<file path="src/logic/routerPkg.sv">
`default_nettype none

package routerPkg;

  parameter int NumPorts = 5;

  // Port order doubles as the bit order of every per-port bus
  typedef enum logic [2:0] {
    localPort = 3'd0,
    northPort = 3'd1,
    eastPort  = 3'd2,
    westPort  = 3'd3,
    southPort = 3'd4
  } portIndex;

  typedef enum logic [2:0] {
    idleFlit = 3'd0,
    headFlit = 3'd1,
    bodyFlit = 3'd2,
    tailFlit = 3'd3
  } flitKind;

  typedef enum logic [5:0] {
    idleState  = 6'b000001,
    localGrant = 6'b000010,
    northGrant = 6'b000100,
    eastGrant  = 6'b001000,
    westGrant  = 6'b010000,
    southGrant = 6'b100000
  } arbState;

  typedef enum logic {
    enableReg = 1'b0,
    limitReg  = 1'b1
  } cfgAddress;

endpackage

`default_nettype wire

</file>
<file path="src/logic/holdTimer.sv">
`timescale 1ns/1ns
`default_nettype none

module holdTimer
  import routerPkg::*;
#(
  parameter int LengthWidth = 12
) (
  input  logic                   clk,
  input  logic                   rst,
  input  flitKind                flitId,
  input  logic [LengthWidth-1:0] pktLength,
  input  logic [LengthWidth-1:0] holdLimit,
  input  logic                   run,
  output logic                   timesUp
);

  logic [LengthWidth-1:0] budget;
  logic [LengthWidth-1:0] count;

  always_ff @(posedge clk)
  begin
    if (rst)
    begin
      budget <= '0;
      count  <= '0;
    end
    else
    begin
      if (flitId == headFlit)
        budget <= (pktLength < holdLimit) ? pktLength : holdLimit; // Limit caps the header length
      if (run)
        count <= count + 1'b1;
      else
        count <= '0;
    end
  end

  assign timesUp = (count == budget);

endmodule

`default_nettype wire

</file>
<file path="src/logic/arbiterConfig.sv">
`timescale 1ns/1ns
`default_nettype none

module arbiterConfig
  import routerPkg::*;
#(
  parameter int LengthWidth = 12
) (
  input  logic                   clk,
  input  logic                   rst,
  input  logic                   cfgWrite,
  input  cfgAddress              cfgAddr,
  input  logic [LengthWidth-1:0] cfgData,
  output logic [NumPorts-1:0]    portEnable,
  output logic [LengthWidth-1:0] holdLimit
);

  // Everything enabled and no extra cap until software says otherwise
  always_ff @(posedge clk)
  begin
    if (rst)
    begin
      portEnable <= '1;
      holdLimit  <= '1;
    end
    else if (cfgWrite)
    begin
      case (cfgAddr)
        enableReg:
        begin
          portEnable <= cfgData[NumPorts-1:0];
        end
        limitReg:
        begin
          holdLimit <= cfgData;
        end
      endcase
    end
  end

endmodule

`default_nettype wire

</file>
<file path="src/logic/outputArbiter.sv">
`timescale 1ns/1ns
`default_nettype none

module outputArbiter
  import routerPkg::*;
#(
  parameter int LengthWidth = 12
) (
  input  logic                   clk,
  input  logic                   rst,
  input  logic [NumPorts-1:0]    req,
  input  logic [NumPorts-1:0]    portEnable,
  input  flitKind                flitId [NumPorts],
  input  logic [LengthWidth-1:0] pktLength [NumPorts],
  input  logic [LengthWidth-1:0] holdLimit,
  output arbState                grant
);

  logic [NumPorts-1:0] maskedReq;
  logic [NumPorts-1:0] run;
  logic [NumPorts-1:0] timesUp;
  arbState             nextGrant;
  portIndex            holder;
  logic                holderValid;

  // One-hot grant code for a port, bit 0 being idle
  function automatic arbState stateOf(input int idx);
    logic [NumPorts:0] oneHot;
    oneHot          = '0;
    oneHot[idx + 1] = 1'b1;
    return arbState'(oneHot);
  endfunction

  assign maskedReq = req & portEnable;

  for (genvar p = 0; p < NumPorts; p++)
  begin : gTimer
    holdTimer #(
      .LengthWidth(LengthWidth)
    ) timer (
      .clk      (clk),
      .rst      (rst),
      .flitId   (flitId[p]),
      .pktLength(pktLength[p]),
      .holdLimit(holdLimit),
      .run      (run[p]),
      .timesUp  (timesUp[p])
    );
  end

  // Which port the current state belongs to, if any
  always_comb
  begin
    holder      = localPort;
    holderValid = 1'b0;
    for (int p = 0; p < NumPorts; p++)
    begin
      if (grant == stateOf(p))
      begin
        holder      = portIndex'(p);
        holderValid = 1'b1;
      end
    end
  end

  always_comb
  begin
    nextGrant = idleState;
    run       = '0;
    if (grant == idleState)
    begin
      // Scanning downwards leaves the lowest requester, so Local wins ties
      for (int k = NumPorts - 1; k >= 0; k--)
      begin
        if (maskedReq[k])
          nextGrant = stateOf(k);
      end
    end
    else if (holderValid)
    begin
      if (maskedReq[holder] && !timesUp[holder])
      begin
        run[holder] = 1'b1;
        nextGrant   = grant;
      end
      else
      begin
        // Rotate from the port after the holder; the holder itself is skipped
        for (int k = NumPorts - 1; k >= 1; k--)
        begin
          if (maskedReq[(int'(holder) + k) % NumPorts])
            nextGrant = stateOf((int'(holder) + k) % NumPorts);
        end
      end
    end
    // A corrupted state code falls back to idle
  end

  always_ff @(posedge clk)
  begin
    if (rst)
      grant <= idleState;
    else
      grant <= nextGrant;
  end

endmodule

`default_nettype wire

</file>
<file path="src/logic/outputMux.sv">
`timescale 1ns/1ns
`default_nettype none

module outputMux
  import routerPkg::*;
#(
  parameter int FlitWidth = 16
) (
  input  logic                 clk,
  input  logic                 rst,
  input  arbState              grant,
  input  logic [NumPorts-1:0]  req,
  input  logic [FlitWidth-1:0] flitData [NumPorts],
  output logic [FlitWidth-1:0] outFlit,
  output logic                 outValid,
  output portIndex             outPort
);

  portIndex sel;
  logic     isPort;

  always_comb
  begin
    sel    = localPort;
    isPort = 1'b0;
    for (int p = 0; p < NumPorts; p++)
    begin
      if (grant[p + 1])
      begin
        sel    = portIndex'(p);
        isPort = 1'b1;
      end
    end
  end

  always_ff @(posedge clk)
  begin
    if (rst)
    begin
      outFlit  <= '0;
      outValid <= 1'b0;
      outPort  <= localPort;
    end
    else
    begin
      outFlit  <= flitData[sel];
      outPort  <= sel;
      outValid <= isPort && req[sel]; // Granted port must still be asking
    end
  end

endmodule

`default_nettype wire

</file>
<file path="src/logic/outputPort.sv">
`timescale 1ns/1ns
`default_nettype none

module outputPort
  import routerPkg::*;
#(
  parameter int FlitWidth   = 16,
  parameter int LengthWidth = 12
) (
  input  logic                   clk,
  input  logic                   rst,
  input  logic [NumPorts-1:0]    req,
  input  flitKind                flitId [NumPorts],
  input  logic [LengthWidth-1:0] pktLength [NumPorts],
  input  logic [FlitWidth-1:0]   flitData [NumPorts],
  input  logic                   cfgWrite,
  input  cfgAddress              cfgAddr,
  input  logic [LengthWidth-1:0] cfgData,
  output arbState                grant,
  output logic [FlitWidth-1:0]   outFlit,
  output logic                   outValid,
  output portIndex               outPort
);

  logic [NumPorts-1:0]    portEnable;
  logic [LengthWidth-1:0] holdLimit;

  arbiterConfig #(
    .LengthWidth(LengthWidth)
  ) config0 (
    .clk       (clk),
    .rst       (rst),
    .cfgWrite  (cfgWrite),
    .cfgAddr   (cfgAddr),
    .cfgData   (cfgData),
    .portEnable(portEnable),
    .holdLimit (holdLimit)
  );

  outputArbiter #(
    .LengthWidth(LengthWidth)
  ) arbiter0 (
    .clk       (clk),
    .rst       (rst),
    .req       (req),
    .portEnable(portEnable),
    .flitId    (flitId),
    .pktLength (pktLength),
    .holdLimit (holdLimit),
    .grant     (grant)
  );

  outputMux #(
    .FlitWidth(FlitWidth)
  ) mux0 (
    .clk     (clk),
    .rst     (rst),
    .grant   (grant),
    .req     (req),
    .flitData(flitData),
    .outFlit (outFlit),
    .outValid(outValid),
    .outPort (outPort)
  );

endmodule

`default_nettype wire

</file>
<file path="config.mk">
export PLATFORM = sky130hd
export DESIGN_NAME = outputPort
export DESIGN_NICKNAME = d
export VERILOG_FILES = /design/src/logic/routerPkg.sv /design/src/logic/holdTimer.sv /design/src/logic/arbiterConfig.sv /design/src/logic/outputArbiter.sv /design/src/logic/outputMux.sv /design/src/logic/outputPort.sv
export SDC_FILE = /design/constraint.sdc
export NUM_CORES = 1
export LEC_CHECK = 0
export BUFFER_PORTS_ARGS = -buffer_cell sky130_fd_sc_hd__buf_2
export CAP_MARGIN = 30
export CORE_UTILIZATION = 47
export DETAILED_ROUTE_END_ITERATION = 10
export PLACE_DENSITY = 0.74
export SLEW_MARGIN = 5
export SYNTH_ARGS = -nofsm -noshare
export SYNTH_HDL_FRONTEND = slang
export SYNTH_HIERARCHICAL = 1
export SYNTH_SLANG_ARGS = --single-unit
</file>
<file path="constraint.sdc">
create_clock -name clk -period 7.45 [get_ports clk]
set_input_delay 0.745 -clock clk [delete_from_list [all_inputs] [get_ports clk]]
set_output_delay 0.745 -clock clk [all_outputs]
set_load 0.005 [all_outputs]
</file>
# Word-level counts from Yosys, hierarchy flattened
# Cells that the tools add are included.
dict set report classes {
  eq_ne 17
  div_mod_pow 4
  addsub 13
  n_lt_le_gt_ge 21
  mux 69
  bitwise_logic 8
  n_reduce_logical 15
}
# op count
set ops {}
lappend ops {{< comparator 32 x 5 -> 1 bit (second input constant)} 8}
lappend ops {{adder 32 x 2 -> 32 bit (second input constant)} 4}
lappend ops {{>= comparator 32 x 1 -> 1 bit (second input constant)} 4}
lappend ops {{remainder unit 32 x 4 -> 32 bit (second input constant)} 4}
lappend ops {{two-way mux 6 bit} 12}
lappend ops {{adder 12 x 1 -> 12 bit (second input constant)} 5}
lappend ops {{== test 12 bit} 5}
lappend ops {{< comparator 12 bit} 5}
lappend ops {{two-way mux 12 bit} 5}
lappend ops {{binary-select mux 16 bit (select 3 bit)} 1}
lappend ops {{two-way mux 16 bit} 2}
lappend ops {{two-way mux 1 bit} 28}
lappend ops {{binary-select mux 1 bit (select 3 bit)} 7}
lappend ops {{demux 1 bit (select 3 bit)} 5}
lappend ops {{== test 3 x 1 -> 1 bit (second input constant)} 5}
lappend ops {{two-way mux 5 bit} 3}
lappend ops {{OR reduction 2 bit} 5}
lappend ops {{two-way mux 3 bit} 3}
lappend ops {{adder 3 x 2 -> 4 bit (second input constant)} 2}
lappend ops {{< comparator 3 x 4 -> 1 bit (second input constant)} 2}
lappend ops {{logical AND 1 bit} 7}
lappend ops {{== test 6 x 1 -> 1 bit (second input constant)} 1}
lappend ops {{== test 6 x 2 -> 1 bit (second input constant)} 1}
lappend ops {{== test 6 x 3 -> 1 bit (second input constant)} 1}
lappend ops {{other kinds (14)} 22}
dict set report totals {
  register_bits 163
}

# Longest topological paths before layout
# Gate-level depths: netlist of the first run.
dict set report depth {
  depth_word 19
  mapped_depth 17
}

# Modules after synthesis
# Netlist of the first run, hierarchy kept.
# mod seq_area_each_um2 n_inst cells_each area_each_um2
set modules_own_cells {}
lappend modules_own_cells {holdTimer 480.5 5 177 1501.4}
lappend modules_own_cells {outputArbiter 120.1 1 217 1530.2}
lappend modules_own_cells {outputMux 400.4 1 129 1261.2}
lappend modules_own_cells {arbiterConfig 340.3 1 62 649.4}

# Worst setup path after synthesis of the first run
# OpenSTA, ideal clock, no wires.
dict set report synth_timing {
  path_type {register -> register}
  from {register arbiter0.grant[1]}
  to {register arbiter0.grant[5]}
  arrival_time_ns 4.001
  path_stages_with_launch 17
  setup_slack_ns 3.374
  required_time_ns 7.376
  synth_period_minus_slack_ns 4.076
  setup_ns 0.074
  path_cell_list {dfxtp_1 -> or4_1 -> clkbuf_1 -> nor2_1 -> nor2_1 -> ha_1 -> clkbuf_1 -> clkbuf_1 -> ha_1 -> and2b_1 -> a21oi_1 -> mux2i_4 -> mux2i_1 -> a311o_1 -> nand2_4 -> mux2_2 -> a31oi_1}
}
dict set report synth_between {
  elab_chain_len 19
  elab_cells_between_ends 73
  cone_classes {add/sub: 8; div: 4; order compare: 8; eq/ne: 7; mux: 40; reduce/logical: 6}
}
# item line_no
set synth_lines {}
lappend synth_lines {{from (decl)} outputArbiter.sv:16} ;# output arbState grant
lappend synth_lines {{from (signal assigned)} outputArbiter.sv:102} ;# grant <= idleState;
lappend synth_lines {{from (signal assigned)} outputArbiter.sv:104} ;# grant <= nextGrant;
lappend synth_lines {{== test 6 x 3 -> 1 bit} outputArbiter.sv:58} ;# if (grant == stateOf(p))
lappend synth_lines {{two-way mux 1 bit} outputArbiter.sv:58}
lappend synth_lines {{two-way mux 2 bit} outputArbiter.sv:58}
lappend synth_lines {{two-way mux 3 bit (2 in a row)} outputArbiter.sv:58}
lappend synth_lines {{adder 3 x 3 -> 4 bit} {outputArbiter.sv:91, outputArbiter.sv:92}}
lappend synth_lines {{remainder unit 32 x 4 -> 32 bit} {outputArbiter.sv:91, outputArbiter.sv:92}}
lappend synth_lines {{adder 32 x 2 -> 32 bit} outputArbiter.sv:30} ;# oneHot[idx + 1] = 1'b1;
lappend synth_lines {{>= comparator 32 x 1 -> 1 bit (implied by the code) or < comparator 32 x 5 -> 1 bit (tied branches)} outputArbiter.sv:30}
lappend synth_lines {{logical AND 1 bit (implied by the code)} outputArbiter.sv:30}
lappend synth_lines {{two-way mux 1 bit (implied by the code)} outputArbiter.sv:30}
lappend synth_lines {{demux 1 bit (select 3 bit)} n/a}
lappend synth_lines {{two-way mux 6 bit (4 in a row)} outputArbiter.sv:91} ;# if (maskedReq[(int'(holder) + k) % NumPorts])
lappend synth_lines {{two-way mux 6 bit} outputArbiter.sv:81} ;# if (maskedReq[holder] && !timesUp[holder])
lappend synth_lines {{two-way mux 6 bit} outputArbiter.sv:79} ;# else if (holderValid)
lappend synth_lines {{two-way mux 6 bit} outputArbiter.sv:70} ;# if (grant == idleState)
# Parallel ways exist; a longest one is shown, timed or not. The select of a mux whose other input is x is not followed.
# A chain may end at the register's enable or synchronous reset.

# Final worst setup path of the first run
dict set report layout_timing {
  from {register arbiter0.grant[2]}
  to {register arbiter0.grant[5]}
}
# Same word-level chain as after synthesis.

==> reports/summary.txt, run 1 <==
Final hold violation count - 0
DP HPWL - 23200 µm
CP Max Fanout - 34
EDFF count, synth - 0
Layout Skew - 0.0145 ns
Post-CTS Hold Buffers - 0
I/O pins - 202
RSZ-0062 raised after global routing - no
Tcrit/Tclk final - 0.639
Maxcap violations - 0
CP required - 7.81 ns
Drt wl/cell - 17.6 µm
Crit path DAT - 5.12 ns
Seq cells post-synth - 163
Post-Syn Instances - 1293
Layout Nets - 1689
Clock tree buffer depth - 2
Layout cell share with drive strength beyond 1 - 0.226
Main synth FF type - dfxtp_1
Post-synthesis to final-layout area growth - 14.4%
Worst-path clk slew - 0.07 ns
Cell taking the most area after synthesis - dfxtp_1
CTS resizes - 0
First-pass GRT wire length - 48700 µm
Fmax - 210 MHz
Max VDD drop - 0.000145 V
Post-route ant nets - 0
Die X - 155 µm
Hold Slack - 0.492 ns
Worst-Margin Slew - 0.960 ns
CTS tree - built
Largest net degree at the start of global routing - 58
Startpoint types - flip-flop
Wirelength, routed - 30800 µm
Netlist cell types - 88
Routability cong. - 0.947
Worst Hold Class - reg -> reg
Total GRT Usage - 0.257
Net Count, Synth - 1535
Die area - 23900 µm²
Slew Limit Fails - 0
Asr flop ratio synth - 0
Setup TNS - 0 ns
GRT overflow - 0
Top post-synthesis cells by area - dfxtp_1, ha_1, xnor2_1
# rows - 55
Sequential area share after synthesis - 0.298
Core area - 22700 µm²
TritonRoute pass-1 iters - 5
Initial Utilization - 0.482
Synth top area share - 0.298
Setup bufs post-CTS - 0
DRT iter0 DRCs - 706
Clk root buf - clkbuf_16
Drt via density - 5.80
Via count - 10.1k
Die Ht - 155 µm
Vias in the first global route - 9462
Initial antenna violation count - 5
Fin crit period - 4.76 ns
Clk_lat worst skew - 0.44 ns
Drt drc - 0
Synthesized area per cell - 8.47 µm²
Clock tree sinks - 163
Top cells by count, synth - nor2_1, dfxtp_1, xnor2_1, nand2_1, inv_1
Final setup vio count - 0
Slew HR - 0.360
Pwr Density - 205 nW/µm²
CTS buffer count - 17
Synth warn - 6
CTS H-tree depth - 4
Cell with the most instances after synthesis - nor2_1
Mapped cell area - 10900 µm²
Leak Pwr - 5.36 nW
Status - finished, final reports clean
Critical path capture point type - flip-flop
Port Buf Inserts - 201
Critical Setup Path Class - reg -> reg
[state kept, by name, indices dropped and copies added, names as in the netlist]
| name | count |
|---|---|
| arbiter0/grant | 6 |
| mux0/outValid | 1 |
| arbiter0/gTimer.timer/budget | 60 |
| config0/holdLimit | 12 |
| mux0/outFlit | 16 |
| mux0/outPort | 3 |
| config0/portEnable | 5 |
| arbiter0/gTimer.timer/count | 60 |
[cell families after synthesis]
family | after synthesis | share of synthesized area
fa+ha+maj | 66 | 0.0754
flops | 163 | 0.298
simple gates | 488 | 0.246
mux | 23 | 0.0223
compound gates | 294 | 0.199
other cells | 1 | 0.000343
xor+xnor | 117 | 0.0936
buf+inv | 141 | 0.0651
[through the flow]
stage               instance area, µm²   util  setup WS, ns  instances  power [W]
finish                           12500  0.552          2.69       1748    0.00256
global route                     12500  0.552          2.45       1748    0.00268
CTS                              12500  0.551          2.75       1745    0.00257
detailed placement               11900  0.525          2.77       1713    0.00167
global placement                 11900  0.525          2.90       1712    0.00167
floorplan                        10900      -          3.37       1293    0.00148
[layer usage]
| layer | global-route usage | routed length (µm) |
|---|---|---|
| met1 | 0.319 | 13600 |
| met5 | 0 | 11 |
| met2 | 0.432 | 14200 |
| met4 | 0.119 | 1140 |
| met3 | 0.0457 | 1920 |
[cell usage in the layout (no fill, tap or decap), types with 6 or more instances in the layout]
| cell type | n |
|---|---|
| buf_2 | 201 |
| nor2_1 | 169 |
| dfxtp_1 | 163 |
| xnor2_1 | 80 |
| nand2_1 | 68 |
| inv_1 | 67 |
| ha_1 | 66 |
| o21ai_0 | 61 |
| nand3b_1 | 61 |
| a311oi_1 | 60 |
| xor2_1 | 37 |
| a21oi_1 | 29 |
| o21ai_1 | 27 |
| nand4_1 | 27 |
| and3_1 | 23 |
| mux2i_1 | 21 |
| nand3_1 | 20 |
| nor3_1 | 18 |
| clkbuf_16 | 17 |
| o221ai_1 | 17 |
| o22ai_1 | 16 |
| a22oi_2 | 16 |
| and2_1 | 13 |
| nand2b_1 | 12 |
| a21oi_2 | 12 |
| and3_2 | 8 |
| a211o_2 | 7 |
| buf_4 | 7 |
| and2_2 | 6 |
| nor3b_1 | 6 |
| a211o_1 | 6 |
[worst max-delay path, cell delays in order, from the launching register on]
cell     delay (ns)
dfxtp_1        0.30
buf_4          0.24
or4_1          0.65
nor2_1         0.35
nor2_1         0.15
ha_1           0.49
ha_1           0.31
and2b_1        0.16
a21oi_1        0.40
mux2i_4        0.40
mux2i_1        0.12
a311o_1        0.40
nand2_4        0.14
mux2_2         0.36
a31oi_1        0.19
[path summary, 6_finish.rpt]
| path | from | to | slack (ns) | cells past startpoint |
|---|---|---|---|---|
| setup / recovery | arbiter0/grant[2]$_SDFFE_PP0P_ | arbiter0/grant[5]$_SDFFE_PP0P_ | 2.69 | 14 |
| hold / removal | arbiter0/gTimer[2].timer/count[0]$_SDFF_PP0_ | arbiter0/gTimer[2].timer/count[0]$_SDFF_PP0_ | 0.49 | 1 |
| setup reg to reg | arbiter0/grant[2]$_SDFFE_PP0P_ | arbiter0/grant[5]$_SDFFE_PP0P_ | 2.69 | 14 |
| hold reg to reg | arbiter0/gTimer[2].timer/count[0]$_SDFF_PP0_ | arbiter0/gTimer[2].timer/count[0]$_SDFF_PP0_ | 0.49 | 1 |
[layout make-up]
cell class	instances	area, µm²
Antenna cell	3	7.51
Clock buffer	20	447
Clock inverter	12	145
Fill cell	2064	10200
Inverter	68	255
Multi-Input combinational cell	989	7000
Sequential cell	163	3260
Tap cell	285	357
Timing Repair Buffer	208	1060
[report_power, final]
group          internal (W)  total, W  switching (W)
combinational      0.000289  0.000678       0.000389
clock              0.000509  0.000893       0.000384
sequential         0.000927  0.000991      0.0000641
Note: power is estimated with default switching activity, not from simulation.
==> run 2, diff against run 1 <==
==> constraint.sdc (replaced) <==
create_clock -name clk -period 4.8 [get_ports clk]
set_input_delay 0.48 -clock clk [delete_from_list [all_inputs] [get_ports clk]]
set_output_delay 0.48 -clock clk [all_outputs]
set_load 0.005 [all_outputs]
==> reports/summary.txt, run 2 (synthesis gave the netlist of run 1 again) <==
Status - finished, final reports clean (unchanged)
Pwr Density - 314 nW/µm² (was 205 nW/µm²)
Most frequent cells in the layout - buf_2, nor2_1, dfxtp_1 (unchanged)
Drt wl/cell - 17.4 µm (was 17.6 µm)
Drt drc - 0 (unchanged)
Via count - 10.2k (was 10.1k)
CTS tree - built (unchanged)
Post-CTS Hold Buffers - 0 (unchanged)
Max VDD drop - 0.000250 V (was 0.000145 V)
Port Buf Inserts - 201 (unchanged)
GRT overflow - 0 (unchanged)
PnR worst setup slack - 0.666 ns (was 2.69 ns)
Clock tree buffer depth - 2 (unchanged)
Crit path cell chain - or4_1 -> nor2_1 -> nor2_1 -> ha_1 -> ha_1 -> and2b_1 -> a21oi_1 -> buf_4 -> mux2i_4 -> mux2i_1 -> a311o_1 -> nand2_4 -> mux2_2 -> a31oi_1 (was buf_4 -> or4_1 -> nor2_1 -> nor2_1 -> ha_1 -> ha_1 -> and2b_1 -> a21oi_1 -> mux2i_4 -> mux2i_1 -> a311o_1 -> nand2_4 -> mux2_2 -> a31oi_1)
Wirelength, routed - 30600 µm (was 30800 µm)
Worst reg2reg endpoint - arbiter0/grant[5]$_SDFFE_PP0P_ (unchanged)
Largest registers - arbiter0/gTimer.timer/budget (60), arbiter0/gTimer.timer/count (60), mux0/outFlit (16) (unchanged)
Worst r2r src - arbiter0/grant[1]$_SDFFE_PP0P_ (was arbiter0/grant[2]$_SDFFE_PP0P_)
Worst-path clk slew - 0.07 ns (about the same)
Fmax - 242 MHz (was 210 MHz)
Leak Pwr - 5.41 nW (was 5.36 nW)
CTS buffer count - 17 (unchanged)
Critical Setup Path Class - reg -> reg (unchanged)
Core area - 22700 µm² (unchanged)
CP required - 5.17 ns (was 7.81 ns)
Die area - 23900 µm² (unchanged)
Tcrit/Tclk final - 0.861 (was 0.639)
Switching Share - 0.343 (was 0.326)
Post-route cell area - 12600 µm² (was 12500 µm²)
Final setup vio count - 0 (unchanged)
Worst Hold Class - in -> reg (was reg -> reg)
Total GRT Usage - 0.257 (about the same)
CP Max Fanout - 7 (was 34)
Largest net degree at the start of global routing - 35 (was 58)
Setup bufs post-CTS - 0 (unchanged)
Routability cong. - 0.921 (was 0.947)
Slew HR - 0.388 (was 0.360)
Final hold violation count - 0 (unchanged)
# rows - 55 (unchanged)
CTS resizes - 0 (unchanged)
Psw - 0.00136 W (was 0.000837 W)
Worst-Margin Slew - 0.919 ns (was 0.960 ns)
RSZ-0062 raised after global routing - no (unchanged)
CP max stage delay - 0.66 ns (was 0.65 ns)
Crit path max-delay cell type - or4_1 (unchanged)
Maxcap violations - 0 (unchanged)
Overall power - 0.00395 W (was 0.00256 W)
Post-synthesis to final-layout area growth - 14.8% (was 14.4%)
Comb pwr share - 0.277 (was 0.265)
Startpoint types - flip-flop (unchanged)
Hold depth - 3 (was 1)
DP HPWL - 23100 µm (was 23200 µm)
Slew Limit Fails - 0 (unchanged)
Fin crit period - 4.13 ns (was 4.76 ns)
Clock group share of total power - 0.342 (was 0.349)
Initial antenna violation count - 1 (was 5)
Worst hold path startpoint - flitData[5] (was arbiter0/gTimer[2].timer/count[0]$_SDFF_PP0_)
Inst Count DP - 1720 (was 1713)
Diodes inserted - 0 (was 3)
Clk_lat worst skew - 0.44 ns (about the same)
Most common cell after layout, fill and taps aside - buf_2 (unchanged)
Initial Utilization - 0.482 (unchanged)
Flop-to-flop setup slack - 0.67 ns (was 2.69 ns)
Layout Skew - 0.0124 ns (was 0.0145 ns)
Post-route ant nets - 0 (unchanged)
Critical path capture point type - flip-flop (unchanged)
Drt via density - 5.80 (about the same)
Crit path DAT - 4.50 ns (was 5.12 ns)
Layout Nets - 1696 (was 1689)
Cell internal pwr - 0.00260 W (was 0.00173 W)
TritonRoute pass-1 iters - 7 (was 5)
Clock tree sinks - 163 (unchanged)
Layout cell share with drive strength beyond 1 - 0.231 (was 0.226)
Flop pwr share - 0.381 (was 0.387)
First-pass GRT wire length - 48700 µm (about the same)
Die Ht - 155 µm (unchanged)
Vias in the first global route - 9510 (was 9462)
WHS Endpoint - mux0/outFlit[5]$_SDFF_PP0_ (was arbiter0/gTimer[2].timer/count[0]$_SDFF_PP0_)
Finished Layout Cells - 1752 (was 1748)
CTS H-tree depth - 4 (unchanged)
Die X - 155 µm (unchanged)
Clk root buf - clkbuf_16 (unchanged)
DP Area - 12000 µm² (was 11900 µm²)
I/O pins - 202 (unchanged)
Placement Setup Slack - 0.719 ns (was 2.77 ns)
Setup TNS - 0 ns (unchanged)
R2r worst-path depth - 14 (unchanged)
DRT iter0 DRCs - 602 (was 706)
==> run 2: cell type report <==
type	count	area, µm²
sequential	163	3260
fill	2137	10100
multi-input combinational	989	7000
tap	285	357
inverter	68	255
timing repair buffer	215	1110
clock inverter	15	164
clock buffer	17	425
==> run 2: how the worst max path moves through the flow <==
stage | from | endpoint | slack, ns | cells after the start
after floorplan | arbiter0/grant[1]$_SDFFE_PP0P_ | arbiter0/grant[5]$_SDFFE_PP0P_ | 0.72 | 16
after global placement | arbiter0/grant[1]$_SDFFE_PP0P_ | arbiter0/grant[5]$_SDFFE_PP0P_ | 0.74 | 14
after detailed placement | arbiter0/grant[1]$_SDFFE_PP0P_ | arbiter0/grant[5]$_SDFFE_PP0P_ | 0.72 | 14
after CTS | arbiter0/grant[1]$_SDFFE_PP0P_ | arbiter0/grant[5]$_SDFFE_PP0P_ | 0.70 | 14
after global routing | arbiter0/grant[1]$_SDFFE_PP0P_ | arbiter0/grant[5]$_SDFFE_PP0P_ | 0.46 | 14
final | arbiter0/grant[1]$_SDFFE_PP0P_ | arbiter0/grant[5]$_SDFFE_PP0P_ | 0.67 | 14
==> run 2: power by group through the flow <==
stage	clock network [W]	registers, W	logic [W]
after floorplan	0	0.00153	0.000772
after global placement	0	0.00154	0.00107
after detailed placement	0	0.00154	0.00108
after CTS	0.00137	0.00151	0.00109
after global routing	0.00144	0.00152	0.00120
final	0.00135	0.00151	0.00109
==> run 2: worst max-delay path: cells and delay by family (launching register included) <==
kind	cells	cell delay, ns
flip-flops	1	0.31
adder cells (fa/ha/maj)	2	0.58
AO/OA/AOI/OAI	3	0.67
AND/OR/NAND/NOR	5	1.56
multiplexers	3	0.79
buffers and inverters	1	0.17
==> run 2: through the flow <==
step / utilization / hold WS (ns)
floorplan: - / 0.448
global placement: 0.528 / 0.468
detailed placement: 0.528 / 0.480
CTS: 0.554 / 0.301
global route: 0.554 / 0.309
finish: 0.554 / 0.315
==> run 2: layer usage <==
metal / wire [µm] / GRT usage / part of all wire
met5: 0 / 0 / 0
met4: 1140 / 0.114 / 0.037
met3: 2100 / 0.0541 / 0.069
met2: 14200 / 0.430 / 0.46
met1: 13100 / 0.317 / 0.43
